$ cat src/logic/ctrlPkg.sv
package ctrlPkg;

    // instruction fields
    typedef logic [5:0] opcodeT;
    typedef logic [5:0] functT;

    // primary opcodes
    localparam opcodeT opR     = 6'h00;
    localparam opcodeT opJ     = 6'h02;
    localparam opcodeT opJal   = 6'h03;
    localparam opcodeT opBeq   = 6'h04;
    localparam opcodeT opBne   = 6'h05;
    localparam opcodeT opBle   = 6'h06;
    localparam opcodeT opBgt   = 6'h07;
    localparam opcodeT opAddi  = 6'h08;
    localparam opcodeT opAddiu = 6'h09;
    localparam opcodeT opSlti  = 6'h0a;
    localparam opcodeT opLw    = 6'h23;
    localparam opcodeT opSw    = 6'h2b;

    // function codes under opR
    localparam functT fnJr  = 6'h08;
    localparam functT fnAdd = 6'h20;
    localparam functT fnSub = 6'h22;
    localparam functT fnAnd = 6'h24;
    localparam functT fnSlt = 6'h2a;

    // pc source mux
    typedef logic [1:0] pcSrcT;
    localparam pcSrcT pcFromAlu    = 2'd0;
    localparam pcSrcT pcFromAluOut = 2'd1;
    localparam pcSrcT pcFromJump   = 2'd2;
    localparam pcSrcT pcFromVector = 2'd3;

    // register file write address
    typedef logic [1:0] regDstT;
    localparam regDstT dstRt = 2'd0;
    localparam regDstT dstRd = 2'd1;
    localparam regDstT dstRa = 2'd2;

    // register file write data
    typedef logic [1:0] wbSrcT;
    localparam wbSrcT wbAluOut   = 2'd0;
    localparam wbSrcT wbMem      = 2'd1;
    localparam wbSrcT wbLessThan = 2'd2;

    // alu second operand
    typedef logic [1:0] aluSrcBT;
    localparam aluSrcBT srcBReg       = 2'd0;
    localparam aluSrcBT srcBFour      = 2'd1;
    localparam aluSrcBT srcBImm       = 2'd2;
    localparam aluSrcBT srcBBranchOff = 2'd3;

    // alu function
    typedef logic [2:0] aluOpT;
    localparam aluOpT aluPassA = 3'd0;
    localparam aluOpT aluAdd   = 3'd1;
    localparam aluOpT aluSub   = 3'd2;
    localparam aluOpT aluAnd   = 3'd3;
    localparam aluOpT aluLess  = 3'd7;

    // branch condition, evaluated by the datapath
    typedef logic [1:0] branchOpT;
    localparam branchOpT brEq = 2'd0;
    localparam branchOpT brNe = 2'd1;
    localparam branchOpT brGt = 2'd2;
    localparam branchOpT brLe = 2'd3;

    // exception cause
    typedef logic [1:0] causeT;
    localparam causeT causeNone     = 2'd0;
    localparam causeT causeUndef    = 2'd1;
    localparam causeT causeOverflow = 2'd2;

    typedef enum logic [4:0] {
        clsAdd, clsSub, clsAnd, clsSlt, clsJr,
        clsAddi, clsAddiu, clsSlti,
        clsBeq, clsBne, clsBle, clsBgt,
        clsLw, clsSw,
        clsJ, clsJal,
        clsUndef
    } instrClassT;

    typedef enum logic [4:0] {
        stFetch1, stFetch2, stFetch3,
        stDecode1, stDecode2,
        stAluExec, stAluWb,
        stImmExec, stImmWb,
        stBrCompare, stBrTake,
        stMemAddr, stLwRead, stLwWb, stSwWrite,
        stJump, stJalLink, stJr,
        stExcRecord, stExcVector,
        stRetire
    } stepT;

endpackage

$ cat src/logic/instrDecoder.sv
`timescale 1ns/1ps

module instrDecoder (
    input  ctrlPkg::opcodeT     opcode,
    input  ctrlPkg::functT      funct,
    output ctrlPkg::instrClassT instrClass
);
    import ctrlPkg::*;

    always_comb begin
        instrClass = clsUndef;
        case (opcode)
            opR: begin
                // funct only matters for register-register ops
                case (funct)
                    fnAdd: instrClass = clsAdd;
                    fnSub: instrClass = clsSub;
                    fnAnd: instrClass = clsAnd;
                    fnSlt: instrClass = clsSlt;
                    fnJr: instrClass = clsJr;
                    default: instrClass = clsUndef;
                endcase
            end
            opAddi: begin
                instrClass = clsAddi;
            end
            opAddiu: begin
                instrClass = clsAddiu;
            end
            opSlti: begin
                instrClass = clsSlti;
            end
            opBeq: begin
                instrClass = clsBeq;
            end
            opBne: begin
                instrClass = clsBne;
            end
            opBle: begin
                instrClass = clsBle;
            end
            opBgt: begin
                instrClass = clsBgt;
            end
            opLw: begin
                instrClass = clsLw;
            end
            opSw: begin
                instrClass = clsSw;
            end
            opJ: begin
                instrClass = clsJ;
            end
            opJal: begin
                instrClass = clsJal;
            end
            // everything else traps as undefined
            default: begin
                instrClass = clsUndef;
            end
        endcase
    end

endmodule

$ cat src/logic/stepSequencer.sv
`timescale 1ns/1ps

module stepSequencer (
    input  logic                clk,
    input  logic                reset,
    input  ctrlPkg::instrClassT instrClass,
    input  logic                overflow,
    output ctrlPkg::stepT       step,
    output ctrlPkg::instrClassT latchedClass,
    output ctrlPkg::causeT      cause
);
    import ctrlPkg::*;

    stepT nextStep;
    logic ovfTrap;

    // only signed adds and subtracts trap on overflow
    always_comb begin
        ovfTrap = 1'b0;
        if (step == stAluExec) begin
            ovfTrap = overflow && (latchedClass == clsAdd || latchedClass == clsSub);
        end else if (step == stImmExec) begin
            ovfTrap = overflow && (latchedClass == clsAddi);
        end
    end

    always_comb begin
        nextStep = stRetire;
        case (step)
            stFetch1: nextStep = stFetch2;
            stFetch2: nextStep = stFetch3;
            stFetch3: nextStep = stDecode1;
            stDecode1: nextStep = stDecode2;
            stDecode2: begin
                // dispatch on the freshly decoded class
                case (instrClass)
                    clsAdd, clsSub, clsAnd, clsSlt: nextStep = stAluExec;
                    clsAddi, clsAddiu, clsSlti: nextStep = stImmExec;
                    clsBeq, clsBne, clsBle, clsBgt: nextStep = stBrCompare;
                    clsLw, clsSw: nextStep = stMemAddr;
                    clsJ: nextStep = stJump;
                    clsJr: nextStep = stJr;
                    clsJal: nextStep = stJalLink;
                    default: nextStep = stExcRecord;
                endcase
            end
            stAluExec: begin
                nextStep = ovfTrap ? stExcRecord : stAluWb;
            end
            stImmExec: begin
                nextStep = ovfTrap ? stExcRecord : stImmWb;
            end
            stBrCompare: nextStep = stBrTake;
            stMemAddr: begin
                nextStep = (latchedClass == clsLw) ? stLwRead : stSwWrite;
            end
            stLwRead: nextStep = stLwWb;
            // link first, then share the plain jump step
            stJalLink: nextStep = stJump;
            stExcRecord: nextStep = stExcVector;
            stRetire: nextStep = stFetch1;
            // single-step tails all retire
            default: nextStep = stRetire;
        endcase
    end

    always_ff @(posedge clk) begin
        if (reset) begin
            step <= stFetch1;
        end else begin
            step <= nextStep;
        end
    end

    // class is captured once per instruction and steers the execute steps
    always_ff @(posedge clk) begin
        if (reset) begin
            latchedClass <= clsUndef;
        end else if (step == stDecode2) begin
            latchedClass <= instrClass;
        end
    end

    // decode stage can only trap on undef, execute stages only on overflow
    always_ff @(posedge clk) begin
        if (reset) begin
            cause <= causeNone;
        end else if (nextStep == stExcRecord) begin
            cause <= (step == stDecode2) ? causeUndef : causeOverflow;
        end
    end

endmodule

$ cat src/logic/controlWordGen.sv
`timescale 1ns/1ps

module controlWordGen (
    input  ctrlPkg::stepT       step,
    input  ctrlPkg::instrClassT latchedClass,
    output logic                pcWrite,
    output logic                pcWriteCond,
    output logic                iOrD,
    output logic                memWrite,
    output logic                irWrite,
    output logic                aWrite,
    output logic                bWrite,
    output logic                regWrite,
    output logic                aluSrcA,
    output logic                aluOutWrite,
    output logic                extendSigned,
    output logic                epcWrite,
    output logic                causeWrite,
    output ctrlPkg::pcSrcT      pcSource,
    output ctrlPkg::regDstT     regDst,
    output ctrlPkg::wbSrcT      memToReg,
    output ctrlPkg::aluSrcBT    aluSrcB,
    output ctrlPkg::aluOpT      aluOp,
    output ctrlPkg::branchOpT   branchOp
);
    import ctrlPkg::*;

    always_comb begin
        // idle word, also what stRetire drives
        pcWrite = 1'b0;
        pcWriteCond = 1'b0;
        iOrD = 1'b0;
        memWrite = 1'b0;
        irWrite = 1'b0;
        aWrite = 1'b0;
        bWrite = 1'b0;
        regWrite = 1'b0;
        aluSrcA = 1'b0;
        aluOutWrite = 1'b0;
        extendSigned = 1'b0;
        epcWrite = 1'b0;
        causeWrite = 1'b0;
        pcSource = pcFromAlu;
        regDst = dstRt;
        memToReg = wbAluOut;
        aluSrcB = srcBReg;
        aluOp = aluPassA;
        branchOp = brEq;

        case (step)
            stFetch1: begin
                // pc + 4 into aluOut
                aluSrcB = srcBFour;
                aluOp = aluAdd;
                aluOutWrite = 1'b1;
            end
            stFetch2: begin
                pcWrite = 1'b1;
                pcSource = pcFromAluOut;
            end
            stFetch3: begin
                irWrite = 1'b1;
            end
            stDecode1: begin
                // speculative branch target
                aluSrcB = srcBBranchOff;
                aluOp = aluAdd;
                aluOutWrite = 1'b1;
            end
            stDecode2: begin
                aWrite = 1'b1;
                bWrite = 1'b1;
            end
            stAluExec: begin
                aluSrcA = 1'b1;
                aluOutWrite = 1'b1;
                case (latchedClass)
                    clsSub: aluOp = aluSub;
                    clsAnd: aluOp = aluAnd;
                    clsSlt: aluOp = aluLess;
                    default: aluOp = aluAdd;
                endcase
            end
            stAluWb: begin
                regWrite = 1'b1;
                regDst = dstRd;
                memToReg = (latchedClass == clsSlt) ? wbLessThan : wbAluOut;
            end
            stImmExec: begin
                aluSrcA = 1'b1;
                aluSrcB = srcBImm;
                aluOutWrite = 1'b1;
                aluOp = (latchedClass == clsSlti) ? aluLess : aluAdd;
                // addiu takes its immediate zero-extended
                extendSigned = (latchedClass != clsAddiu);
            end
            stImmWb: begin
                regWrite = 1'b1;
                memToReg = (latchedClass == clsSlti) ? wbLessThan : wbAluOut;
            end
            stBrCompare: begin
                // datapath keeps the compare flags for the next step
                aluSrcA = 1'b1;
                aluOp = aluSub;
            end
            stBrTake: begin
                aluSrcB = srcBBranchOff;
                aluOp = aluAdd;
                pcWriteCond = 1'b1;
                case (latchedClass)
                    clsBne: branchOp = brNe;
                    clsBgt: branchOp = brGt;
                    clsBle: branchOp = brLe;
                    default: branchOp = brEq;
                endcase
            end
            stMemAddr: begin
                aluSrcA = 1'b1;
                aluSrcB = srcBImm;
                aluOp = aluAdd;
                aluOutWrite = 1'b1;
                extendSigned = 1'b1;
            end
            stLwRead: begin
                iOrD = 1'b1;
            end
            stLwWb: begin
                regWrite = 1'b1;
                memToReg = wbMem;
            end
            stSwWrite: begin
                iOrD = 1'b1;
                memWrite = 1'b1;
            end
            stJalLink: begin
                // return address into $ra
                regWrite = 1'b1;
                regDst = dstRa;
            end
            stJump: begin
                pcWrite = 1'b1;
                pcSource = pcFromJump;
            end
            stJr: begin
                // rs passes straight through the alu
                aluSrcA = 1'b1;
                pcWrite = 1'b1;
            end
            stExcRecord: begin
                // epc gets pc - 4, the faulting instruction
                aluSrcB = srcBFour;
                aluOp = aluSub;
                epcWrite = 1'b1;
                causeWrite = 1'b1;
            end
            stExcVector: begin
                pcWrite = 1'b1;
                pcSource = pcFromVector;
            end
            default: begin
            end
        endcase
    end

endmodule

$ cat src/logic/controlUnit.sv
`timescale 1ns/1ps

module controlUnit (
    input  logic              clk,
    input  logic              reset,
    input  ctrlPkg::opcodeT   opcode,
    input  ctrlPkg::functT    funct,
    input  logic              overflow,
    output ctrlPkg::causeT    cause,
    output logic              pcWrite,
    output logic              pcWriteCond,
    output logic              iOrD,
    output logic              memWrite,
    output logic              irWrite,
    output logic              aWrite,
    output logic              bWrite,
    output logic              regWrite,
    output logic              aluSrcA,
    output logic              aluOutWrite,
    output logic              extendSigned,
    output logic              epcWrite,
    output logic              causeWrite,
    output ctrlPkg::pcSrcT    pcSource,
    output ctrlPkg::regDstT   regDst,
    output ctrlPkg::wbSrcT    memToReg,
    output ctrlPkg::aluSrcBT  aluSrcB,
    output ctrlPkg::aluOpT    aluOp,
    output ctrlPkg::branchOpT branchOp
);
    import ctrlPkg::*;

    instrClassT decodedClass;
    instrClassT latchedClass;
    stepT step;

    instrDecoder i_decoder (
        .opcode(opcode),
        .funct(funct),
        .instrClass(decodedClass)
    );

    stepSequencer i_sequencer (
        .clk(clk),
        .reset(reset),
        .instrClass(decodedClass),
        .overflow(overflow),
        .step(step),
        .latchedClass(latchedClass),
        .cause(cause)
    );

    controlWordGen i_wordGen (
        .step(step),
        .latchedClass(latchedClass),
        .pcWrite(pcWrite),
        .pcWriteCond(pcWriteCond),
        .iOrD(iOrD),
        .memWrite(memWrite),
        .irWrite(irWrite),
        .aWrite(aWrite),
        .bWrite(bWrite),
        .regWrite(regWrite),
        .aluSrcA(aluSrcA),
        .aluOutWrite(aluOutWrite),
        .extendSigned(extendSigned),
        .epcWrite(epcWrite),
        .causeWrite(causeWrite),
        .pcSource(pcSource),
        .regDst(regDst),
        .memToReg(memToReg),
        .aluSrcB(aluSrcB),
        .aluOp(aluOp),
        .branchOp(branchOp)
    );

endmodule

$ cat config.mk
export PLATFORM = sky130hd
export DESIGN_NAME = controlUnit
export DESIGN_NICKNAME = d
export VERILOG_FILES = /design/src/logic/ctrlPkg.sv /design/src/logic/instrDecoder.sv /design/src/logic/stepSequencer.sv /design/src/logic/controlWordGen.sv /design/src/logic/controlUnit.sv
export SDC_FILE = /design/constraint.sdc
export NUM_CORES = 1
export LEC_CHECK = 0
export BUFFER_PORTS_ARGS = -buffer_cell sky130_fd_sc_hd__buf_4
export CAP_MARGIN = 20
export CORE_ASPECT_RATIO = 0.6
export CORE_MARGIN = 5
export CORE_UTILIZATION = 45
export CTS_CLUSTER_DIAMETER = 60
export DETAILED_ROUTE_END_ITERATION = 6
export GPL_ROUTABILITY_DRIVEN = 0
export PLACE_DENSITY = 0.75
export SLEW_MARGIN = 30
export SYNTH_ARGS = -nofsm -noshare
export SYNTH_HDL_FRONTEND = slang
export SYNTH_SLANG_ARGS = --single-unit
$ cat constraint.sdc
create_clock -name clk -period 2.8 [get_ports clk]
set_input_delay 0.14 -clock clk [delete_from_list [all_inputs] [get_ports clk]]
set_output_delay 0.14 -clock clk [all_outputs]
set_load 0.005 [all_outputs]
* Word-level counts from Yosys, hierarchy flattened
Memory sizes are Yosys's and may differ from the RTL's.
Cells that the tools add are included.
** Word-level totals
- Bits in writable memories :: 0
- Bits in latches :: 0
- Register bits after elaboration :: 12
- Word-level logic and storage cells :: 99
- Output and inout bits :: 28
- Memory bits (read-only) :: 80
- Memories kept :: 1
** Operators by class
- Reductions and logical operators :: 16
- Multipliers :: 0
- Bitwise operators :: 0
- Add/sub/neg operators :: 0
- Divide/modulo/power cells :: 0
- Eq/ne operators :: 47
- Order comparisons :: 0
- Multiplexer cells :: 32
- Shifts and indexed selects :: 0
** Memory list
- (no name shown) :: words 16, bits a word 5, read ports 1, clocked after Yosys merged registers in 0, wr ports 0, RTL line stepSequencer.sv:36 : case (instrClass)
** Operator list (number)
- 5-bit one-hot mux with 13 select lines :: 1
- 5-bit by 4-bit == test with 1-bit output, second input constant :: 12
- 5-bit one-hot mux with 12 select lines :: 1
- 6-bit == test, second input constant :: 6
- 5-bit by 3-bit == test with 1-bit output, second input constant :: 6
- 5-bit == test, second input constant :: 6
- 5-bit one-hot mux with 5 select lines :: 1
- 6-bit by 3-bit == test with 1-bit output, second input constant :: 4
- 6-bit by 4-bit == test with 1-bit output, second input constant :: 4
- 2-bit one-hot mux with 3 select lines :: 4
- 5-bit by 2-bit == test with 1-bit output, second input constant :: 4
- 5-bit 2-to-1 mux :: 3
- 6-bit by 2-bit == test with 1-bit output, second input constant :: 2
- 1-bit 2-to-1 mux :: 12
- 3-bit one-hot mux with 4 select lines :: 1
- 4-bit OR reduction :: 3
- 5-bit by 1-bit == test with 1-bit output, second input constant :: 2
- 5-bit zero test :: 2
- 2-bit 2-to-1 mux :: 5
- 2-bit OR reduction :: 5
- 5-bit OR reduction :: 2
- 3-bit one-hot mux with 3 select lines :: 1
- 6-bit zero test :: 1
- 5-bit by 3-bit != test with 1-bit output, second input constant :: 1
- other kinds (5) :: 6

* Longest topological paths before layout
Gate-level depths: netlist of run 1.
- Depth after elaboration :: 7
- Gate-level depth with buffers :: 8
- Gate-level depth less buffers :: 7

* By module
Synthesis of run 1 repeated with hierarchy kept, for this count alone.
** Unflattened totals
- Cell total of the unflattened synthesis :: 225
- Area total of the unflattened synthesis :: 1577.8 sq um
** Modules (own cells, without submodules)
- stepSequencer :: times used 1, sequential area each 240.2 sq um, cells each 93, area each 749.5 sq um
- controlWordGen :: times used 1, sequential area each 0.0 sq um, cells each 85, area each 533.0 sq um
- instrDecoder :: times used 1, sequential area each 0.0 sq um, cells each 47, area each 295.3 sq um

* Worst setup path before layout of run 1
No wires, ideal clock.
- Kind :: register to register
- Start :: register i_sequencer.step[3]
- End :: register i_sequencer.cause[0]
- Data required time :: 2697 ps
- Arrival :: 1793 ps
- Clock period less this slack :: 1896 ps
- Slack :: 904 ps
- Cell stages (with the launch flop) :: 9
- Path through :: dfxtp_1 clkbuf_1 nor2b_1 nand3_1 a31oi_1 o311ai_1 o211ai_1 nand4_2 a2111oi_2
** Between the ends
- Cells in the longest elaborated chain, start to end :: 6
** Ends and longest elaborated chain
- start, declared :: RTL line stepSequencer.sv:8 : output ctrlPkg::stepT step,
- start signal, assigned :: RTL line stepSequencer.sv:69 : step <= stFetch1;
- start signal, assigned :: RTL line stepSequencer.sv:71 : step <= nextStep;
- 5-bit by 3-bit == test with 1-bit output :: RTL line stepSequencer.sv:22, stepSequencer.sv:29
- 1-bit 2-to-1 mux :: RTL line stepSequencer.sv:22 : end else if (step == stImmExec) begin
- 1-bit 2-to-1 mux :: RTL line stepSequencer.sv:20 : if (step == stAluExec) begin
- 5-bit 2-to-1 mux, on equally long branches :: RTL line stepSequencer.sv:51, stepSequencer.sv:48
- 5-bit one-hot mux with 13 select lines :: RTL line stepSequencer.sv:29 : case (step)
- 5-bit == test :: RTL line stepSequencer.sv:88 : end else if (nextStep == stExcRecord) begin
- end signal, assigned :: RTL line stepSequencer.sv:87 : cause <= causeNone;
- end signal, assigned :: RTL line stepSequencer.sv:89 : cause <= (step == stDecode2) ? causeUndef : causeOverflow;
- end, declared :: RTL line stepSequencer.sv:10 : output ctrlPkg::causeT cause
Parallel ways exist; a longest one is shown, timed or not.
A chain may end at the register's enable or synchronous reset.

* Worst setup path after layout of run 1
- Start :: register i_sequencer.step[1]
- End :: register i_sequencer.cause[0]
The elaborated chain is that of the path after synthesis.

==> metrics, run 1 <==
Layout Nets=285; final std cells w/o fill=314; LEAKAGE=0.000777 uW; total CTS buffers=3; CTS tree=yes; initial antenna violation count=0; setup tns final=0 ns; WHS Path Cells=2; number of global-route vias before repair=1565; P&R area growth vs syn=19.5%; status=complete, no violations; Final setup violation count=0; Slowest-stage cell, CP=dfxtp_1; worst reg-to-reg setup slack=around 0.37 ns; Req. time, crit path=2.94 ns; Core ar.=3340 um2; Yosys top cell by area=dfxtp_1; clk_lat worst skew=0.24 ns; Tightest Hold Check Type=input pin to flop; leading register cell type out of synthesis=dfxtp_1; Yosys top cell area share=between 10% and 20%; Cell Area, Synth=1610 um2; clock slew at reported path FFs=0.06 ns; syn_nets=253; Synth async-reset ratio=0%; depth of the worst register-to-register path=7; count leader, synth=nor2_1; Ports=43; Port Buffers=42; Die Wd=about 87 um; first-pass GRT wire length=7.81 mm; Worst R2R End=i_sequencer.cause[0]; Crit path arrival time=2.57 ns; Clock Skews=0.00467 ns; grt ovf=0; RSZ-0062 raised after global routing=false; Wirelength per Cell=~15 um; DRT iter0 DRCs=around 290; Area contributors post-synth=dfxtp_1 15%, nor2_1 7.2%, a21oi_1 6.8%, nand2_1 5.3%, nor3_1 4.7%; placed insts=310; post-route antenna net violation count=0; CP max stage delay=0.47 ns; Synth Warn #=0; Post CTS Setup Buffer Count=0; First-pass DRT Iterations=4; post-synth cell types=59; Worst slew margin=63.2%; Final Power=about 1300 uW; Ant. Diodes=0; CTS Hold Bufs=0; post-cts gate resize count=0; HP Start=reset; Initial Util=48.3%; Die H=56.4 um; post-synthesis sequential area ratio=14.9%; Avg Cell Area, Syn=6.78 um2; clk buf depth=2; final worst setup slack=0.373 ns; FF-to-FF Start=i_sequencer.step[1]; Post-synth EDFFs=0; routed via count=roughly 1800; Yosys reg bits=12; Slew @ Worst Pin=0.549 ns; f_max=412 MHz; GRT Total Usage=19.1%; peak supply drop=0.451 mV; min cycle time layout=2.43 ns; minimum setup slack after placement=0.452 ns; clock root cell=clkbuf_8; final hold vios=0; Setup crit end kind=flop; Synth Instances=238; die area=4920 um2; vias per inst=between 5 and 6; CP most frequent cell=nor2_1; post-detail-place hpwl=3.72 mm; final WL=4.74 mm; Clock Sinks=12; CP Cell Sequence=nor2_1 -> nand2_1 -> nor3_1 -> nor2_1 -> a21boi_1 -> nand4_2 -> a2111oi_2; # rows=16; drt drc=0; WHS Endpoint=i_sequencer.cause[0]; max_cap viols=0; largest net degree at the start of global routing=27; crit-path max FO=15; max-slew violation count=0; Crit Path Class=flop to flop; ratio of cells with drive above 1 in the final layout=approximately a quarter; H-tree depth reported by CTS=1; Pwr Density=687 nW/um2; Tcrit/Tclk final=roughly 87%; top post-synthesis cells by count=31 x nor2_1, 23 x nand2_1, 22 x a21oi_1; CP Launch Type=flop
-- worst max path at each step --
| stage | startpoint | end | slack (ns) |
|---|---|---|---|
| global placement | i_sequencer.step[1] | i_sequencer.cause[0] | 0.54 |
| floorplan | i_sequencer.step[3] | i_sequencer.cause[0] | 0.90 |
| CTS | i_sequencer.step[1] | i_sequencer.cause[0] | 0.42 |
| global route | i_sequencer.step[1] | i_sequencer.cause[0] | 0.20 |
| detailed placement | i_sequencer.step[1] | i_sequencer.cause[0] | 0.45 |
| finish | i_sequencer.step[1] | i_sequencer.cause[0] | 0.37 |
-- cells by family after synthesis --
group / Yosys count / synth area share (%)
AO/OA/AOI/OAI: 65 / 27.1
buffers and inverters: 31 / 11.9
multiplexers: 2 / 1.24
flip-flops: 12 / 14.9
XOR/XNOR: 3 / 1.63
AND/OR/NAND/NOR: 125 / 43.3
-- critical path: cells and delay by family (launching register included) --
kind,cells,cell delay [ns]
AO/OA/AOI/OAI,2,0.57
AND/OR/NAND/NOR,5,1.29
flip-flops,1,0.47
-- power breakdown --
part	switching, uW	total [uW]	internal (uW)
registers	63.0	267	204
clock network	66.0	190	124
logic	491	867	375
total	620	1320	704
-- final cells by class --
type / instances / area (um2)
inverter: 11 / 41.3
clock buffer: 4 / 55.1
tap: 45 / 56.3
timing repair buffer: 47 / 353
multi-input combinational: 195 / 1180
fill: 337 / 1420
sequential: 12 / 240
-- flip-flops by register name, summed over array words and instances (netlist names) --
name,cells
i_sequencer.step,5
i_sequencer.cause,2
i_sequencer.latchedClass,5
-- layer usage --
layer | vias up | routed length, um | global-route usage, %
met1 | 838 | 2410 | 31.0
met3 | 0 | 476 | 5.85
met5 | - | 0 | 0
met2 | 81 | 1860 | 24.5
li1 | 930 | - | -
met4 | 0 | 0 | 1.97
-- placed cells by master, fill, tap and decap left out, types with 2 or more instances in the layout --
cell type   n
and3b_1     2
mux2i_1     2
xnor2_1     2
nand3_1     8
o21bai_1    4
a31oi_1     5
clkbuf_8    4
nand2b_1    6
nor3_1     15
nand2_1    23
dfxtp_1    12
o21ai_0    11
or3_1       2
a32oi_1     2
nor4_2      2
a21oi_1    22
and3b_2     2
inv_1      11
nand4_1     5
a211oi_1    2
nor4_1      3
or3b_2      2
o211ai_1    3
nor3b_1     5
buf_4      47
nor4b_1     2
nor2_1     31
nor2b_1     7
-- through the flow --
step	cell area [um2]	hold WS, ns	util, %
after CTS	1930	0.152	57.7
final	1930	0.157	57.7
after global placement	1870	0.408	56.0
after detailed placement	1870	0.411	56.0
after global routing	1930	0.160	57.7
after floorplan	1610	0.360	-
No activity file was read; power rests on OpenSTA's default activity.
==> run 2, diff against run 1 <==
Settings changed: CORE_ASPECT_RATIO 0.6 to not set, GPL_ROUTABILITY_DRIVEN 0 to not set.
==> metrics, run 2 (synthesis results as in run 1) <==
first-pass GRT wire length=7.26 mm; DRT iter0 DRCs=171; clk_lat worst skew=0.26 ns; final hold vios=0; grt ovf=0; sw frac=47.8%; total CTS buffers=3; clock root cell=clkbuf_4; H-tree depth reported by CTS=1; status=complete, no violations; final WL=4.43 mm; Die H=69.9 um; Port Buffers=42; proportion of power drawn by flip-flops and latches=21.6%; CP Cell Sequence=nand2b_1 -> nand2b_1 -> nor2_1 -> nand2_1 -> nor4_1 -> buf_4; drt drc=0; final std cells w/o fill=315; sw power=609 uW; Worst slew margin=63.0%; Post CTS Setup Buffer Count=0; largest net degree at the start of global routing=25; vias per inst=5.83; GRT met2 Usage=a little over a quarter; min cycle time layout=2.27 ns; max-slew violation count=0; Die Wd=69.9 um; max_cap viols=0; Wirelength per Cell=14.1 um; RSZ-0062 raised after global routing=false; GRT Total Usage=17.1%; die area=approximately 4900 um2; initial antenna violation count=0; Ports=between 40 and 50; fill cell count=370; Pwr Density=667 nW/um2; number of global-route vias before repair=1540; clock power share=10.6%; GR peak layer=met2; GRT met3 Usage=2.87%; routed via count=roughly 1800; Ant. Diodes=0; Crit Path Class=flop to primary output; # rows=21; Core ar.=3420 um2; Final Power=1270 uW; clock slew at reported path FFs=0.08 ns; Worst Path Buf+Inv=1; clk buf depth=2; delay-heaviest family, CP=simple AND/OR/NAND/NOR gates; commonest non-fill, non-tap cell in the layout=buf_4; Clock Sinks=12; post-detail-place hpwl=~3.4 mm; placed insts=311; Initial Util=47.3%; post-route antenna net violation count=0; Req. time, crit path=around 2.7 ns; LEAKAGE=0.000769 uW; peak supply drop=0.316 mV; f_max=440 MHz; Int Pwr=around 660 uW; Tightest Hold Check Type=input pin to flop; CP Launch Type=flop; Regs by FF count=i_sequencer.latchedClass: 5 flops, i_sequencer.step: 5 flops, i_sequencer.cause: 2 flops; Tcrit/Tclk final=81.2%; ratio of cells with drive above 1 in the final layout=24.2%; Setup crit end kind=primary output; CP max stage delay=0.65 ns; CTS Hold Bufs=0; Slowest-stage cell, CP=dfxtp_1; crit-path max FO=15; most frequent cells in the layout=47 x buf_4, 31 x nor2_1, 23 x nand2_1; GR Util met1=24.8%; P&R area growth vs syn=18.4%; First-pass DRT Iterations=4; final weighted congestion in routability-driven placement=between 0.9 and 1; Slew @ Worst Pin=around 0.55 ns; combinational fraction of design power=67.8%; CP most frequent cell=nand2b_1; Layout Nets=285; setup tns final=0 ns; post-cts gate resize count=0; Final setup violation count=0; Clock Skews=0.00399 ns; CTS tree=yes; Crit path arrival time=2.13 ns
## run 2: cell types whose count changed in the layout (fill, tap and decap cells not counted)
cell / before / now
clkbuf_4: 0 / 3
clkbuf_8: 4 / 1
## run 2: routing by layer
metal	share of wire [%]	vias to the layer above
met1	46	829
met5	0	-
met2	45	75
met3	8.3	2
li1	-	930
met4	0.66	0
## run 2: power by group through the flow
stage	Sequential (uW)	Combinational (uW)	Clock, uW
floorplan	239	595	0
global placement	275	856	0
detailed placement	277	853	0
CTS	273	857	138
global route	284	952	146
finish	276	864	135
## run 2: area by class of cell
cell class	instances	area, um2	share of cell area (%)
tap	46	57.6	3.01
inverter	11	41.3	2.16
clock buffer	4	36.3	1.90
timing repair buffer	47	353	18.5
multi-input combinational	195	1180	61.9
sequential	12	240	12.6
## run 2: path summary, 6_finish.rpt
kind	start	to	slack (ns)	depth (start not counted)
max reg2reg	i_sequencer.step[1]	i_sequencer.cause[0]	0.53	7
min	reset	i_sequencer.cause[0]	0.14	2
max	i_sequencer.step[1]	branchOp[0]	0.53	6
min reg2reg	i_sequencer.cause[0]	i_sequencer.cause[0]	0.51	2
## run 2: through the flow
| step | cell area (um2) | utilization (%) | worst slack [ns] | hold slack [ns] |
|---|---|---|---|---|
| detailed placement | 1870 | 54.9 | 0.573 | 0.418 |
| global placement | 1870 | 54.9 | 0.623 | 0.412 |
| CTS | 1910 | 55.9 | 0.524 | 0.131 |
| floorplan | 1610 | - | 0.904 | 0.360 |
| finish | 1910 | 55.9 | 0.526 | 0.140 |
| global route | 1910 | 55.9 | 0.340 | 0.138 |
==> run 3, diff against run 2 <==
Clock period 2.8 ns to 2.1 ns, I/O delays scaled along.
==> metrics, run 3 (synthesis results as in run 1) <==
multi-input logic area=around 1200 um2; first-pass GRT wire length=approximately 8 mm; final hold vios=0; Clock Sinks=12; clock slew at reported path FFs=0.07 ns; clk_lat worst skew=around 0.28 ns; number of global-route vias before repair=roughly 1800; status=complete, no violations; Initial Util=47.3%; Worst slew margin=68.7%; Crit path arrival time=1.88 ns; vias per inst=5.88; die area=4880 um2; most frequent cells in the layout=70 x buf_4, 27 x nor2_1, 23 x nand2_1; Layout Nets=308; FF-to-FF Start=i_sequencer.step[4]; P&R area growth vs syn=31.6%; Placed Area=2050 um2; peak supply drop=about 0.43 mV; Die H=69.9 um; proportion of power drawn by flip-flops and latches=19.2%; # rows=21; Register Area=approximately 250 um2; Tcrit/Tclk final=94.7%; Clock Skews=between 0.002 and 0.003 ns; RSZ-0062 raised after global routing=false; Pwr Density=between 800 and 900 nW/um2; post-route antenna net violation count=0; CP max stage delay=0.35 ns; GRT Total Usage=19.7%; First-pass DRT Iterations=4; LEAKAGE=0.000891 uW; max-slew violation count=0; Final setup violation count=0; CP Launch Type=flop; max_cap viols=0; Crit. Startpoint=i_sequencer.step[4]; largest net degree at the start of global routing=20; final WL=4.89 mm; final worst setup slack=approximately 0.11 ns; crit-path max FO=13; fin util=62.2%; sw power=859 uW; Slowest-stage cell, CP=dfxtp_1; minimum setup slack after placement=-0.0841 ns; placed insts=334; sw frac=46.5%; Ports=43; f_max=between 500 and 600 MHz; CP Cell Sequence=buf_4 -> nand2b_1 -> nand2b_4 -> nor2_2 -> nand2_1 -> nor4_2 -> buf_4; clock root cell=clkbuf_4; ratio of cells with drive above 1 in the final layout=a little over a third; final weighted congestion in routability-driven placement=0.908; final std cells w/o fill=337; DRT iter0 DRCs=around 180; CTS tree=yes; commonest non-fill, non-tap cell in the layout=buf_4; Die Wd=around 70 um; min cycle time layout=1.99 ns; H-tree depth reported by CTS=1; Req. time, crit path=2.00 ns; Core ar.=3420 um2; total CTS buffers=3; Setup crit end kind=primary output; Port Buffers=42; Wirelength per Cell=14.5 um; Final Cell Area=roughly 2100 um2; routed via count=1980; clock power share=around 7.6%; post-detail-place hpwl=3.86 mm; clk buf depth=2; fill cell count=328; Hold Slack=0.0885 ns; drt drc=0; Tightest Hold Check Type=input pin to flop; Regs by FF count=i_sequencer.latchedClass: 5 flops, i_sequencer.step: 5 flops, i_sequencer.cause: 2 flops; Slew @ Worst Pin=0.470 ns; HP Start=reset; Ant. Diodes=0; Crit Path Class=flop to primary output; combinational fraction of design power=around three quarters; initial antenna violation count=0; CP most frequent cell=buf_4; grt ovf=0; Int Pwr=989 uW
[run 3: changes by cell type in the layout (fill, tap and decap cells not counted), moves of 4 or more]
cell     change
buf_4       +23
dfxtp_1      -4
dfxtp_2      +4
nor2_1       -4
nor2_2       +4
[run 3: final cells by class]
type                       instances  share of cell area (%)
multi-input combinational        195                    58.0
timing repair buffer              70                    24.7
sequential                        12                    11.5
tap                               46                    2.71
inverter                          11                    1.94
clock buffer                       3                    1.06
[run 3: power groups by stage]
stage / clock network, uW / logic [uW] / registers, uW
after detailed placement: 0 / 1310 / 342
after CTS: 145 / 1320 / 339
after global placement: 0 / 1300 / 341
final: 141 / 1350 / 355
after floorplan: 0 / 794 / 318
after global routing: 153 / 1490 / 363
[run 3: worst paths after layout]
kind	end	slack, ns	depth (start not counted)
worst max register to register	i_sequencer.cause[0]	0.18	8
worst max-delay path	branchOp[0]	0.11	7
worst min register to register	i_sequencer.cause[0]	0.47	2
worst min-delay path	i_sequencer.cause[0]	0.09	2
[run 3: repair_timing]
action / in CTS / in global routing
endpoints found under the setup margin: 3 / 5
hold buffers: 0 / 0
setup buffers: 0 / 0
resized for setup: 3 / 13
cloned: 0 / 0
[run 3: critical path, delay by kind of cell, from the launching register on]
kind	cells	cell delay, ns
and+or+nand+nor	5	0.91
buffers and inverters	2	0.35
DFF	1	0.35
[run 3: stage by stage]
stage / total power (uW) / TNS, ns
after floorplan: 1110 / 0
after global placement: 1640 / 0
after detailed placement: 1650 / -0.0841
after CTS: 1800 / 0
after global routing: 2010 / 0
final: 1850 / 0
[run 3: metal layers]
metal	routed length [um]	GRT usage [%]
met3	333	3.16
met4	87	7.02
met5	0	0
met1	2070	25.6
met2	2400	32.8
